<file path="src/rtl/icmp_pkg.sv">
package icmp_pkg;

	localparam int ICMP_HEADER_BYTES = 8;

	localparam logic [7:0] ICMP_ECHO_REQUEST = 8'd8;
	localparam logic [7:0] ICMP_ECHO_REPLY = 8'd0;

	// type byte 8 -> 0 lowers the sum by 0x0800, so the checksum rises by it
	localparam logic [15:0] ECHO_CHECKSUM_ADJUST = 16'h0800;

	// wire order, first byte in the top bits
	typedef struct packed {
		logic [7:0] icmp_type;
		logic [7:0] code;
		logic [15:0] checksum;
		logic [31:0] rest; // identifier and sequence for echo
	} icmp_header_t;

	typedef struct packed {
		logic [7:0] data;
		logic last;
	} icmp_byte_t;

	typedef struct packed {
		icmp_header_t header;
		logic good;
		logic has_payload;
	} icmp_meta_t;

	// one's complement add with end-around carry
	function automatic logic [15:0] ones_add16(
		input logic [15:0] a,
		input logic [15:0] b
	);
		logic [16:0] s;
		s = {1'b0, a} + {1'b0, b};
		return s[15:0] + {15'd0, s[16]};
	endfunction

endpackage

</file>
<file path="src/rtl/fifo_if.sv">
`timescale 1ns/1ns

interface fifo_if #(
	parameter type T = logic [7:0]
) ();
	logic push_valid;
	logic push_ready;
	T push_data;

	logic pop_valid;
	logic pop_ready;
	T pop_data;

	modport writer (
		output push_valid,
		output push_data,
		input push_ready
	);

	modport storage (
		input push_valid,
		input push_data,
		output push_ready,
		output pop_valid,
		output pop_data,
		input pop_ready
	);

	modport reader (
		input pop_valid,
		input pop_data,
		output pop_ready
	);
endinterface

</file>
<file path="src/rtl/sync_fifo.sv">
`timescale 1ns/1ns

module sync_fifo #(
	parameter type T = logic [7:0],
	parameter int DEPTH = 4
) (
	input logic clk,
	input logic reset,
	fifo_if.storage q
);
	localparam int PTR_W = (DEPTH > 1) ? $clog2(DEPTH) : 1;
	localparam int CNT_W = $clog2(DEPTH + 1);

	T mem [DEPTH];
	logic [PTR_W-1:0] wr_ptr;
	logic [PTR_W-1:0] rd_ptr;
	logic [CNT_W-1:0] count;
	logic do_push;
	logic do_pop;

	function automatic logic [PTR_W-1:0] next_ptr(input logic [PTR_W-1:0] p);
		return (p == PTR_W'(DEPTH - 1)) ? '0 : p + 1'b1;
	endfunction

	assign q.push_ready = count < CNT_W'(DEPTH);
	assign q.pop_valid = count != '0;
	assign q.pop_data = mem[rd_ptr]; // head shown directly
	assign do_push = q.push_valid && q.push_ready;
	assign do_pop = q.pop_valid && q.pop_ready;

	always_ff @(posedge clk or posedge reset) begin
		if (reset) begin
			wr_ptr <= '0;
			rd_ptr <= '0;
			count <= '0;
		end else begin
			if (do_push)
				wr_ptr <= next_ptr(wr_ptr);
			if (do_pop)
				rd_ptr <= next_ptr(rd_ptr);
			case ({do_push, do_pop})
				2'b10: count <= count + 1'b1;
				2'b01: count <= count - 1'b1;
				default: count <= count;
			endcase
		end
	end

	always_ff @(posedge clk) begin
		if (do_push)
			mem[wr_ptr] <= q.push_data;
	end

endmodule

</file>
<file path="src/rtl/icmp_rx.sv">
`timescale 1ns/1ns

module icmp_rx (
	input logic clk,
	input logic reset,
	input logic [7:0] in_data,
	input logic in_valid,
	output logic in_ready,
	input logic in_last,
	fifo_if.writer payload_q,
	fifo_if.writer meta_q,
	output logic [15:0] drop_count
);
	import icmp_pkg::*;

	logic live;
	logic [3:0] byte_cnt; // stops at 8, past the header
	logic in_header;
	logic fin_free;
	logic take;
	logic [63:0] hdr_sr;
	logic [7:0] hi_byte;
	logic pair_lo; // next byte is the low half of a word
	logic [15:0] sum;
	logic has_payload;

	// end-of-message stage, overlaps the next message
	logic fin_valid;
	icmp_header_t fin_header;
	logic [15:0] fin_base;
	logic [15:0] fin_word;
	logic fin_long;
	logic fin_payload;
	logic [15:0] folded;
	logic good;

	assign in_header = byte_cnt < 4'(ICMP_HEADER_BYTES);
	assign fin_free = !fin_valid || meta_q.push_ready;

	// a last byte needs the finish stage to be free
	assign in_ready = live && (!in_last || fin_free) && (in_header || payload_q.push_ready);
	assign take = in_valid && in_ready;

	assign payload_q.push_valid = live && in_valid && !in_header && (!in_last || fin_free);
	assign payload_q.push_data = '{data: in_data, last: in_last};

	assign folded = ones_add16(fin_base, fin_word);
	assign good = (folded == 16'hFFFF)
		&& (fin_header.icmp_type == ICMP_ECHO_REQUEST)
		&& (fin_header.code == 8'h00)
		&& fin_long;

	assign meta_q.push_valid = fin_valid;
	assign meta_q.push_data = '{header: fin_header, good: good, has_payload: fin_payload};

	always_ff @(posedge clk or posedge reset) begin
		if (reset) begin
			live <= 1'b0;
			byte_cnt <= '0;
			pair_lo <= 1'b0;
			sum <= '0;
			has_payload <= 1'b0;
			fin_valid <= 1'b0;
			drop_count <= '0;
		end else begin
			live <= 1'b1;
			if (meta_q.push_valid && meta_q.push_ready) begin
				fin_valid <= 1'b0;
				if (!good)
					drop_count <= drop_count + 16'd1;
			end
			if (take) begin
				if (in_last) begin
					byte_cnt <= '0;
					pair_lo <= 1'b0;
					sum <= '0;
					has_payload <= 1'b0;
					fin_valid <= 1'b1; // last word added in the finish stage
				end else begin
					if (in_header)
						byte_cnt <= byte_cnt + 4'd1;
					else
						has_payload <= 1'b1;
					pair_lo <= !pair_lo;
					if (pair_lo)
						sum <= ones_add16(sum, {hi_byte, in_data});
				end
			end
		end
	end

	always_ff @(posedge clk) begin
		if (take) begin
			if (!pair_lo)
				hi_byte <= in_data;
			if (in_header)
				hdr_sr <= {hdr_sr[55:0], in_data};
			if (in_last) begin
				fin_header <= in_header ? {hdr_sr[55:0], in_data} : hdr_sr;
				fin_base <= sum;
				fin_word <= pair_lo ? {hi_byte, in_data} : {in_data, 8'h00}; // odd tail padded
				fin_long <= byte_cnt >= 4'(ICMP_HEADER_BYTES - 1);
				fin_payload <= has_payload || !in_header;
			end
		end
	end

endmodule

</file>
<file path="src/rtl/icmp_tx.sv">
`timescale 1ns/1ns

module icmp_tx (
	input logic clk,
	input logic reset,
	fifo_if.reader payload_q,
	fifo_if.reader meta_q,
	output logic [7:0] out_data,
	output logic out_valid,
	input logic out_ready,
	output logic out_last
);
	import icmp_pkg::*;

	typedef enum logic [1:0] {
		IDLE,
		HEADER,
		PAYLOAD,
		DISCARD
	} tx_state_t;

	tx_state_t state;
	logic adv; // output slot frees up this cycle
	icmp_meta_t meta;
	icmp_byte_t pay;
	icmp_header_t reply;
	logic meta_take;
	logic pay_take;
	logic [55:0] hdr_sr;
	logic [2:0] hdr_left;
	logic has_pay;

	assign adv = !out_valid || out_ready;
	assign meta = meta_q.pop_data;
	assign pay = payload_q.pop_data;

	always_comb begin
		reply = meta.header;
		reply.icmp_type = ICMP_ECHO_REPLY;
		reply.checksum = ones_add16(meta.header.checksum, ECHO_CHECKSUM_ADJUST);
	end

	assign meta_q.pop_ready = (state == IDLE) && adv;
	assign payload_q.pop_ready = ((state == PAYLOAD) && adv) || (state == DISCARD);
	assign meta_take = meta_q.pop_valid && meta_q.pop_ready;
	assign pay_take = payload_q.pop_valid && payload_q.pop_ready;

	always_ff @(posedge clk or posedge reset) begin
		if (reset) begin
			state <= IDLE;
			out_valid <= 1'b0;
			out_last <= 1'b0;
			hdr_left <= '0;
			has_pay <= 1'b0;
		end else begin
			if (adv)
				out_valid <= 1'b0;
			case (state)
				IDLE: begin
					if (meta_take) begin
						has_pay <= meta.has_payload;
						if (meta.good) begin
							out_valid <= 1'b1; // first header byte
							out_last <= 1'b0;
							hdr_left <= 3'(ICMP_HEADER_BYTES - 1);
							state <= HEADER;
						end else if (meta.has_payload) begin
							state <= DISCARD;
						end
					end
				end
				HEADER: begin
					if (adv) begin
						out_valid <= 1'b1;
						out_last <= (hdr_left == 3'd1) && !has_pay;
						hdr_left <= hdr_left - 3'd1;
						if (hdr_left == 3'd1)
							state <= has_pay ? PAYLOAD : IDLE;
					end
				end
				PAYLOAD: begin
					if (pay_take) begin
						out_valid <= 1'b1;
						out_last <= pay.last;
						if (pay.last)
							state <= IDLE;
					end
				end
				DISCARD: begin
					if (pay_take && pay.last)
						state <= IDLE; // dropped payload drained
				end
				default: state <= IDLE;
			endcase
		end
	end

	always_ff @(posedge clk) begin
		if (meta_take) begin
			out_data <= reply.icmp_type;
			hdr_sr <= reply[55:0];
		end else if (state == HEADER && adv) begin
			out_data <= hdr_sr[55:48];
			hdr_sr <= {hdr_sr[47:0], 8'h00};
		end else if (state == PAYLOAD && pay_take) begin
			out_data <= pay.data;
		end
	end

endmodule

</file>
<file path="src/rtl/icmp_echo.sv">
`timescale 1ns/1ns

module icmp_echo #(
	parameter int PAYLOAD_DEPTH = 64,
	parameter int META_DEPTH = 4
) (
	input logic clk,
	input logic reset,
	input logic [7:0] in_data,
	input logic in_valid,
	output logic in_ready,
	input logic in_last,
	output logic [7:0] out_data,
	output logic out_valid,
	input logic out_ready,
	output logic out_last,
	output logic [15:0] drop_count
);
	import icmp_pkg::*;

	fifo_if #(.T(icmp_byte_t)) payload_q ();
	fifo_if #(.T(icmp_meta_t)) meta_q ();

	icmp_rx rx_i (
		.clk(clk),
		.reset(reset),
		.in_data(in_data),
		.in_valid(in_valid),
		.in_ready(in_ready),
		.in_last(in_last),
		.payload_q(payload_q.writer),
		.meta_q(meta_q.writer),
		.drop_count(drop_count)
	);

	// payload bytes of every message, good or not
	sync_fifo #(
		.T(icmp_byte_t),
		.DEPTH(PAYLOAD_DEPTH)
	) payload_fifo_i (
		.clk(clk),
		.reset(reset),
		.q(payload_q.storage)
	);

	sync_fifo #(
		.T(icmp_meta_t),
		.DEPTH(META_DEPTH)
	) meta_fifo_i (
		.clk(clk),
		.reset(reset),
		.q(meta_q.storage)
	);

	icmp_tx tx_i (
		.clk(clk),
		.reset(reset),
		.payload_q(payload_q.reader),
		.meta_q(meta_q.reader),
		.out_data(out_data),
		.out_valid(out_valid),
		.out_ready(out_ready),
		.out_last(out_last)
	);

endmodule

</file>
<file path="config.mk">
export PLATFORM = sky130hd
export DESIGN_NAME = icmp_echo
export DESIGN_NICKNAME = d
export VERILOG_FILES = /design/src/rtl/icmp_pkg.sv /design/src/rtl/fifo_if.sv /design/src/rtl/sync_fifo.sv /design/src/rtl/icmp_rx.sv /design/src/rtl/icmp_tx.sv /design/src/rtl/icmp_echo.sv
export SDC_FILE = /design/constraint.sdc
export NUM_CORES = 1
export LEC_CHECK = 0
export BUFFER_PORTS_ARGS = -buffer_cell sky130_fd_sc_hd__buf_2
export CAP_MARGIN = 20
export CORE_UTILIZATION = 31
export DETAILED_ROUTE_END_ITERATION = 8
export SETUP_SLACK_MARGIN = 0.15
export SLEW_MARGIN = 5
export SYNTH_ARGS = -nofsm -noshare
export SYNTH_HDL_FRONTEND = slang
export SYNTH_HIERARCHICAL = 1
export SYNTH_SLANG_ARGS = --single-unit
</file>
<file path="constraint.sdc">
create_clock -name clk -period 5.85 [get_ports clk]
set_input_delay 0.2925 -clock clk [delete_from_list [all_inputs] [get_ports clk]]
set_output_delay 0.2925 -clock clk [all_outputs]
set_load 0.02 [all_outputs]
</file>
==> flow_metrics.py, run 1 <==
metrics = {
    "clock_network": {
        "cts_tree": "yes",
        "cts_setup_buffers": 0,
        "tritoncts_num_sinks": 1116,
        "cts_made_buffers": 109,
        "cts.path.max_buffers": 3,
        "h-tree-depth": 3,
        "clkSlewWorstSetupHoldPaths_ns": 0.06,
        "ctsRootBufferMaster": "clkbuf_16",
        "worstSkewPairLatency_ns": 0.66,
    },
    "synth": {
        "yosys_warnings": 6,
        "synthesis.area_per_instance_um2": 17.4,
        "synth_fp_nets": 2746,
        "post_synthesis_instance_area_um2": 46500,
        "post_synth_inst_count": 2666,
    },
    "global_route": {
        "grt_start_max_net_pins": 87,
        "first_global_vias": 24200,
        "overall_overflow_remaining_after_global_route": 0,
        "grt_pass1_wl_um": 153000,
        "number_of_antenna_violations_at_the_first_check_in_global_routing": 5,
        "grtUsageTotal_pct": 13.3,
    },
    "pwr": {
        "peakVddDrop_v": 0.000281,
        "power_per_cell_area_nw_per_um2": 449,
        "power.static_leakage_nw": 17.1,
    },
    "floorplan": {
        "die-width_um": 389,
        "design.die.area_um2": 152000,
        "core_region_area_um2": 148000,
        "floorplan.io_pins": 40,
        "std_cell_rows": 141,
        "die-height_um": 389,
        "initial_core_util_pct": 31.3,
    },
    "sta": {
        "finalMaxSlewViolations": 0,
        "fin_worst_skew_ns": 0.0232,
        "worst-slew-pin-transition_ns": 1.05,
        "post_layout_minimum_cycle_time_ns": 5.29,
        "report.final.setup_viol": 0,
        "setup_repair_after_global_routing_missed_its_margin": "false",
        "report.final.hold_viol_count": 0,
        "worst_slew_margin_rel_pct": 29.8,
        "final.setup.tns_ns": 0,
        "post-route-period-util_pct": 90.5,
        "fmaxAchievable_mhz": 189,
    },
    "worst_setup_path": {
        "critPathMaxFanout": 24,
        "worstSetupPathType": "register to register",
        "critical_path.endpoint_type": "register",
        "r2r_end": "rx_i/drop_count[15]",
        "crit_arrival_ns": 5.81,
        "required_ns": 6.37,
        "critPathLaunchType": "register",
        "r2r_setup_slack_ns": 0.56,
        "worst-r2r-cell-count": 24,
        "reg2reg_from": "rx_i/fin_base[0]",
    },
    "hold_path": {
        "worstHoldEndpoint": "rx_i/sum[0]",
        "hp-start": "in_data[0]",
        "hold_path_depth": 4,
        "hold_path_class": "input pin to register",
    },
    "cells_and_area": {
        "final_nets": 2799,
        "finish.cell_count_without_fillers": 4812,
        "layout.filler_cells": 13900,
        "final_cell_area_um2": 52200,
        "drive_above_1_share_pct": 18.7,
        "synthToLayoutAreaGrowth_pct": 12.2,
        "n_antenna_cell": 0,
    },
    "placement": {
        "place_area_um2": 48600,
        "dp_cells": 4608,
        "port_buffers": 39,
        "gp_congestion": 0.777,
        "hpwlAfterDp_um": 60500,
    },
    "route": {
        "final_antenna_net_count": 0,
        "dr_wl_cell_um": 21.2,
        "drt-initial-drc-count": 1989,
        "via_count": 23700,
        "drt_pre_antenna_iters": 5,
        "post-route-drc-count": 0,
        "routed_via_density": 4.93,
        "routed_wl_um": 102000,
    },
    "flow_run": {
        "max_cap_violations": 0,
    },
    "status": {
        "run_status": "finished clean",
    },
}
cell usage in the layout, fill, tap and decap left out, drive strengths merged, types with 13 or more instances in the layout:
master and n:
dfrtp 74, ha 63, nand3 56, nor4 13, a21oi 46, mux4 198, nor3 35, a21o 17
nand2 228, o31ai 14, xor2 26, a211oi 16, buf 70, o21ai 70, inv 55, clkinv 45
nor2b 23, and2 30, o22ai 24, mux2i 30, clkbuf 137, nor2 167, a311oi 14, nand4 19
edfxtp 1034, mux2 80, xnor2 35
worst max-delay path: stages (launching register included):
cell       delay, ns
edfxtp_1        0.36
ha_1            0.23
inv_1           0.07
fa_1            0.24
nor2b_4         0.06
o311ai_2        0.34
a21oi_2         0.12
a21o_1          0.26
a21oi_1         0.15
o21ai_0         0.08
and2_1          0.15
o21ai_0         0.14
nand2b_1        0.08
ha_1            0.23
ha_1            0.28
nand2_1         0.07
or4_1           0.46
nor4_1          0.27
nand4b_1        0.16
a221oi_2        0.19
nand4_1         0.19
a2111oi_4       0.23
buf_4           0.33
and2_2          0.33
o41ai_2         0.11
layer usage:
metal,global-route usage [%],wire [um],vias up
met5,0,31,-
met4,3.34,2120,6
met3,3.23,7050,151
met2,20.9,47200,600
met1,18.4,45600,12300
li1,-,-,10700
stage by stage:
step / setup slack, ns / hold slack, ns / power (mW) / utilization, %
after floorplan: 1.21 / 0.0959 / 14.9 / -
final: 0.556 / 0.140 / 23.4 / 35.2
after CTS: 0.467 / 0.105 / 23.7 / 35.2
after global routing: 0.160 / 0.151 / 24.5 / 35.2
after detailed placement: 0.484 / 0.335 / 16.7 / 32.8
after global placement: 0.588 / 0.324 / 16.6 / 32.8
what timing repair did:
| item | in CTS | in global routing |
|---|---|---|
| endpoints found under the hold margin | 74 | 0 |
| resized for setup | 0 | 1 |
| endpoints found under the setup margin | 0 | 7 |
| hold buffers | 1 | 0 |
layout make-up:
cell class,instances,area [um^2],share of cell area [%]
Clock buffer,137,2900,5.55
Clock inverter,65,643,1.23
Inverter,52,195,0.374
Multi-Input combinational cell,1369,12400,23.7
Sequential cell,1116,33100,63.4
Tap cell,2002,2500,4.80
Timing Repair Buffer,71,488,0.935
power breakdown:
part | leakage (nW) | switching [mW] | internal [mW] | total (mW)
Clock | 1.72 | 2.93 | 4.03 | 6.96
Sequential | 10.4 | 0.682 | 9.56 | 10.2
Combinational | 5.00 | 3.60 | 2.60 | 6.20
Total | 17.1 | 7.21 | 16.2 | 23.4
worst max path at each step:
stage / start / endpoint / slack [ns] / depth (start not counted)
detailed placement: rx_i/fin_base[0] / rx_i/drop_count[5] / 0.48 / 24
global placement: rx_i/fin_base[0] / rx_i/drop_count[5] / 0.59 / 24
global route: rx_i/fin_base[0] / rx_i/drop_count[13] / 0.16 / 24
floorplan: rx_i/fin_base[0] / rx_i/drop_count[4] / 1.21 / 24
finish: rx_i/fin_base[0] / rx_i/drop_count[15] / 0.56 / 24
CTS: rx_i/fin_base[0] / rx_i/drop_count[5] / 0.47 / 24
sequential cells by signal (all words and copies together) (netlist names), 3 cells and up:
register / count
rx_i/byte_cnt: 4
tx_i/hdr_left: 3
meta_fifo_i/count: 3
rx_i/fin_word: 16
tx_i/out_data: 8
rx_i/meta_q.push_data: 64
rx_i/fin_base: 16
rx_i/hi_byte: 8
rx_i/hdr_sr: 64
rx_i/sum: 16
payload_fifo_i/rd_ptr: 6
payload_fifo_i/mem: 576
payload_fifo_i/count: 7
meta_fifo_i/mem: 232
rx_i/drop_count: 16
tx_i/hdr_sr: 56
payload_fifo_i/wr_ptr: 6
Power figures use the tool's default switching activity.
==> run 2: changes to the inputs <==
--- a/config.mk
+++ b/config.mk
@@ -13,5 +13,4 @@
 export SLEW_MARGIN = 5
 export SYNTH_ARGS = -nofsm -noshare
 export SYNTH_HDL_FRONTEND = slang
-export SYNTH_HIERARCHICAL = 1
 export SYNTH_SLANG_ARGS = --single-unit
==> flow_metrics.py, run 2 <==
metrics = {
    "status": {
        "run_status": "finished clean",
    },
    "worst_setup_path": {
        "r2r_end": "meta_fifo_i.mem[0][1]",
        "critPathLaunchType": "register",
        "crit_arrival_ns": 5.45,
        "critPathMaxFanout": 4,
        "worst-r2r-cell-count": 21,
        "worstSetupPathType": "register to register",
        "reg2reg_from": "rx_i.fin_word[0]",
        "required_ns": 6.38,
        "r2r_setup_slack_ns": 0.93,
        "critical_path.endpoint_type": "register",
    },
    "synth": {
        "synth_cell_count_leaders": "edfxtp_1, mux4_2, mux2_2, nor2_1, nand2_1",
        "synthesis.area_per_instance_um2": 19.0,
        "postSynthRegisterBits": 1116,
        "synth_fp_nets": 2474,
        "yosysSeqAreaShare_pct": 72.7,
        "yosysTopAreaCell": "edfxtp_1",
        "synthMostInstantiatedCell": "edfxtp_1",
        "synth.area.top_cells": "edfxtp_1, mux4_2, dfrtp_1",
        "postSynth.asyncResetShare_pct": 6.63,
        "yosys_warnings": 0,
        "post_synth_inst_count": 2394,
        "portion_of_synthesized_cell_area_occupied_by_the_leading_cell_type_pct": 68.3,
        "synth_edf_count": 1034,
        "post_synth_num_cell_types": 75,
        "post_synthesis_instance_area_um2": 45500,
        "yosys_most_used_dff": "edfxtp_1",
    },
    "cells_and_area": {
        "biggestRegsByFlops": "payload_fifo_i.mem x576, meta_fifo_i.mem x232",
        "n_antenna_cell": 0,
        "drive_above_1_share_pct": 24.3,
        "final_nets": 2556,
        "largest_register_ff_count": 576,
        "final_cell_area_um2": 51500,
        "final_common_cell": "edfxtp_1",
        "commonest_non_fill_non_tap_cells_in_the_layout": "edfxtp_1, mux4_2, mux2_2, nor2_1, clkbuf_16",
        "largest_register": "payload_fifo_i.mem",
        "synthToLayoutAreaGrowth_pct": 13.2,
    },
    "hold_path": {
        "hold_path_depth": 2,
        "hold_path_class": "input pin to register",
        "worstHoldEndpoint": "payload_fifo_i.mem[52][0]",
        "hp-start": "in_last",
    },
    "sta": {
        "worst-slew-pin-transition_ns": 1.06,
        "report.final.hold_viol_count": 0,
        "fin_worst_skew_ns": 0.0342,
        "post-route-period-util_pct": 84.1,
        "fmaxAchievable_mhz": 203,
        "post_layout_minimum_cycle_time_ns": 4.92,
        "worst_slew_margin_rel_pct": 29.6,
        "timing.hold.ws_ns": 0.177,
        "final.setup.tns_ns": 0,
        "setup_repair_after_global_routing_missed_its_margin": "false",
        "finalMaxSlewViolations": 0,
        "report.final.setup_viol": 0,
    },
    "pwr": {
        "power.static_leakage_nw": 16.6,
        "peakVddDrop_v": 0.000315,
        "power_per_cell_area_nw_per_um2": 446,
    },
    "placement": {
        "gp_congestion": 0.788,
        "hpwlAfterDp_um": 59200,
        "port_buffers": 39,
        "place_area_um2": 48000,
    },
    "floorplan": {
        "design.die.area_um2": 148000,
        "die-height_um": 385,
        "floorplan.io_pins": 40,
        "std_cell_rows": 140,
        "core_region_area_um2": 146000,
        "die-width_um": 385,
        "initial_core_util_pct": 31.2,
    },
    "route": {
        "post-route-drc-count": 0,
        "final_antenna_net_count": 0,
        "drt-initial-drc-count": 1948,
        "routed_wl_um": 97600,
        "dr_wl_cell_um": 21.8,
        "routed_via_density": 4.89,
        "via_count": 21900,
        "drt_pre_antenna_iters": 7,
    },
    "clock_network": {
        "clkSlewWorstSetupHoldPaths_ns": 0.06,
        "cts_setup_buffers": 0,
        "cts_made_buffers": 106,
        "cts_tree": "yes",
        "tritoncts_num_sinks": 1116,
        "postCtsResizedCells": 0,
        "worstSkewPairLatency_ns": 0.70,
        "cts.path.max_buffers": 3,
        "ctsRootBufferMaster": "clkbuf_16",
        "h-tree-depth": 3,
    },
    "flow_run": {
        "max_cap_violations": 0,
    },
    "global_route": {
        "grtUsageTotal_pct": 13.2,
        "grt_pass1_wl_um": 146000,
        "number_of_antenna_violations_at_the_first_check_in_global_routing": 15,
        "grt_start_max_net_pins": 70,
        "overall_overflow_remaining_after_global_route": 0,
        "first_global_vias": 22400,
    },
}
## run 2: stage by stage
| stage | total power, mW | cells | setup slack [ns] | util, % |
|---|---|---|---|---|
| floorplan | 14.4 | 2394 | 0.735 | - |
| global placement | 16.4 | 4282 | 1.01 | 33.0 |
| detailed placement | 16.4 | 4283 | 0.943 | 33.0 |
| CTS | 23.2 | 4482 | 0.934 | 35.4 |
| global route | 24.0 | 4483 | 0.547 | 35.4 |
| finish | 22.9 | 4483 | 0.933 | 35.4 |
## run 2: worst max path at each step
stage	start	endpoint	slack, ns	cells after the start
after floorplan	meta_fifo_i.count[2]	rx_i.fin_base[0]	0.73	7
after global placement	rx_i.fin_word[0]	meta_fifo_i.mem[0][1]	1.01	21
after detailed placement	rx_i.fin_base[0]	rx_i.drop_count[1]	0.94	22
after CTS	rx_i.fin_base[0]	rx_i.drop_count[1]	0.93	22
after global routing	rx_i.fin_word[0]	meta_fifo_i.mem[3][1]	0.55	21
final	rx_i.fin_word[0]	meta_fifo_i.mem[0][1]	0.93	21
## run 2: layout make-up
class,instances,area (um^2)
fillers,13400,94100
repair buffers,79,546
flip-flops and latches,1116,33100
clock inverters,58,538
multi-input cells,1127,11800
inverters,46,178
clock buffers,140,2880
well taps,1917,2400
## run 2: critical path, stage by stage, from the launching register on
cell and delay, ns:
edfxtp_1 0.32, ha_1 0.16, inv_1 0.05, fa_1 0.42, nand2b_1 0.22, a21o_1 0.22, a2111o_1 0.42, nand2_1 0.12
a21oi_1 0.07, nor2b_1 0.11, o21ai_0 0.08, nand2b_1 0.12, ha_1 0.19, ha_1 0.13, nand2_1 0.06, or4_1 0.49
or4_1 0.46, or3_1 0.31, nor4_1 0.20, and3_1 0.18, o2111a_1 0.17, and4_1 0.25
## run 2: cell families after synthesis
group	after synthesis	synth area share, %
fa+ha+maj	67	1.91
other cells	1	0.00825
mux	372	15.3
buf+inv	151	1.30
flops	1116	72.7
simple gates	406	4.49
xor+xnor	75	1.44
compound gates	206	2.86
## run 2: where the power goes
part / internal, mW / leakage, nW / switching, mW / total, mW
logic: 2.78 / 4.48 / 3.21 / 5.98
registers: 9.56 / 10.4 / 0.627 / 10.2
clock network: 3.83 / 1.67 / 2.94 / 6.77
## run 2: timing repair
item / in CTS / in global routing
endpoints found under the hold margin: 29 / 0
hold buffers: 1 / 0
endpoints found under the setup margin: 0 / 0
## run 2: per-layer routing
metal	vias to the layer above	part of all wire [%]	GRT usage [%]
met5	-	0.032	0
met4	4	2.3	4.14
met3	135	4.8	1.95
met2	516	48	21.3
met1	11400	45	18.3
li1	9823	-	-
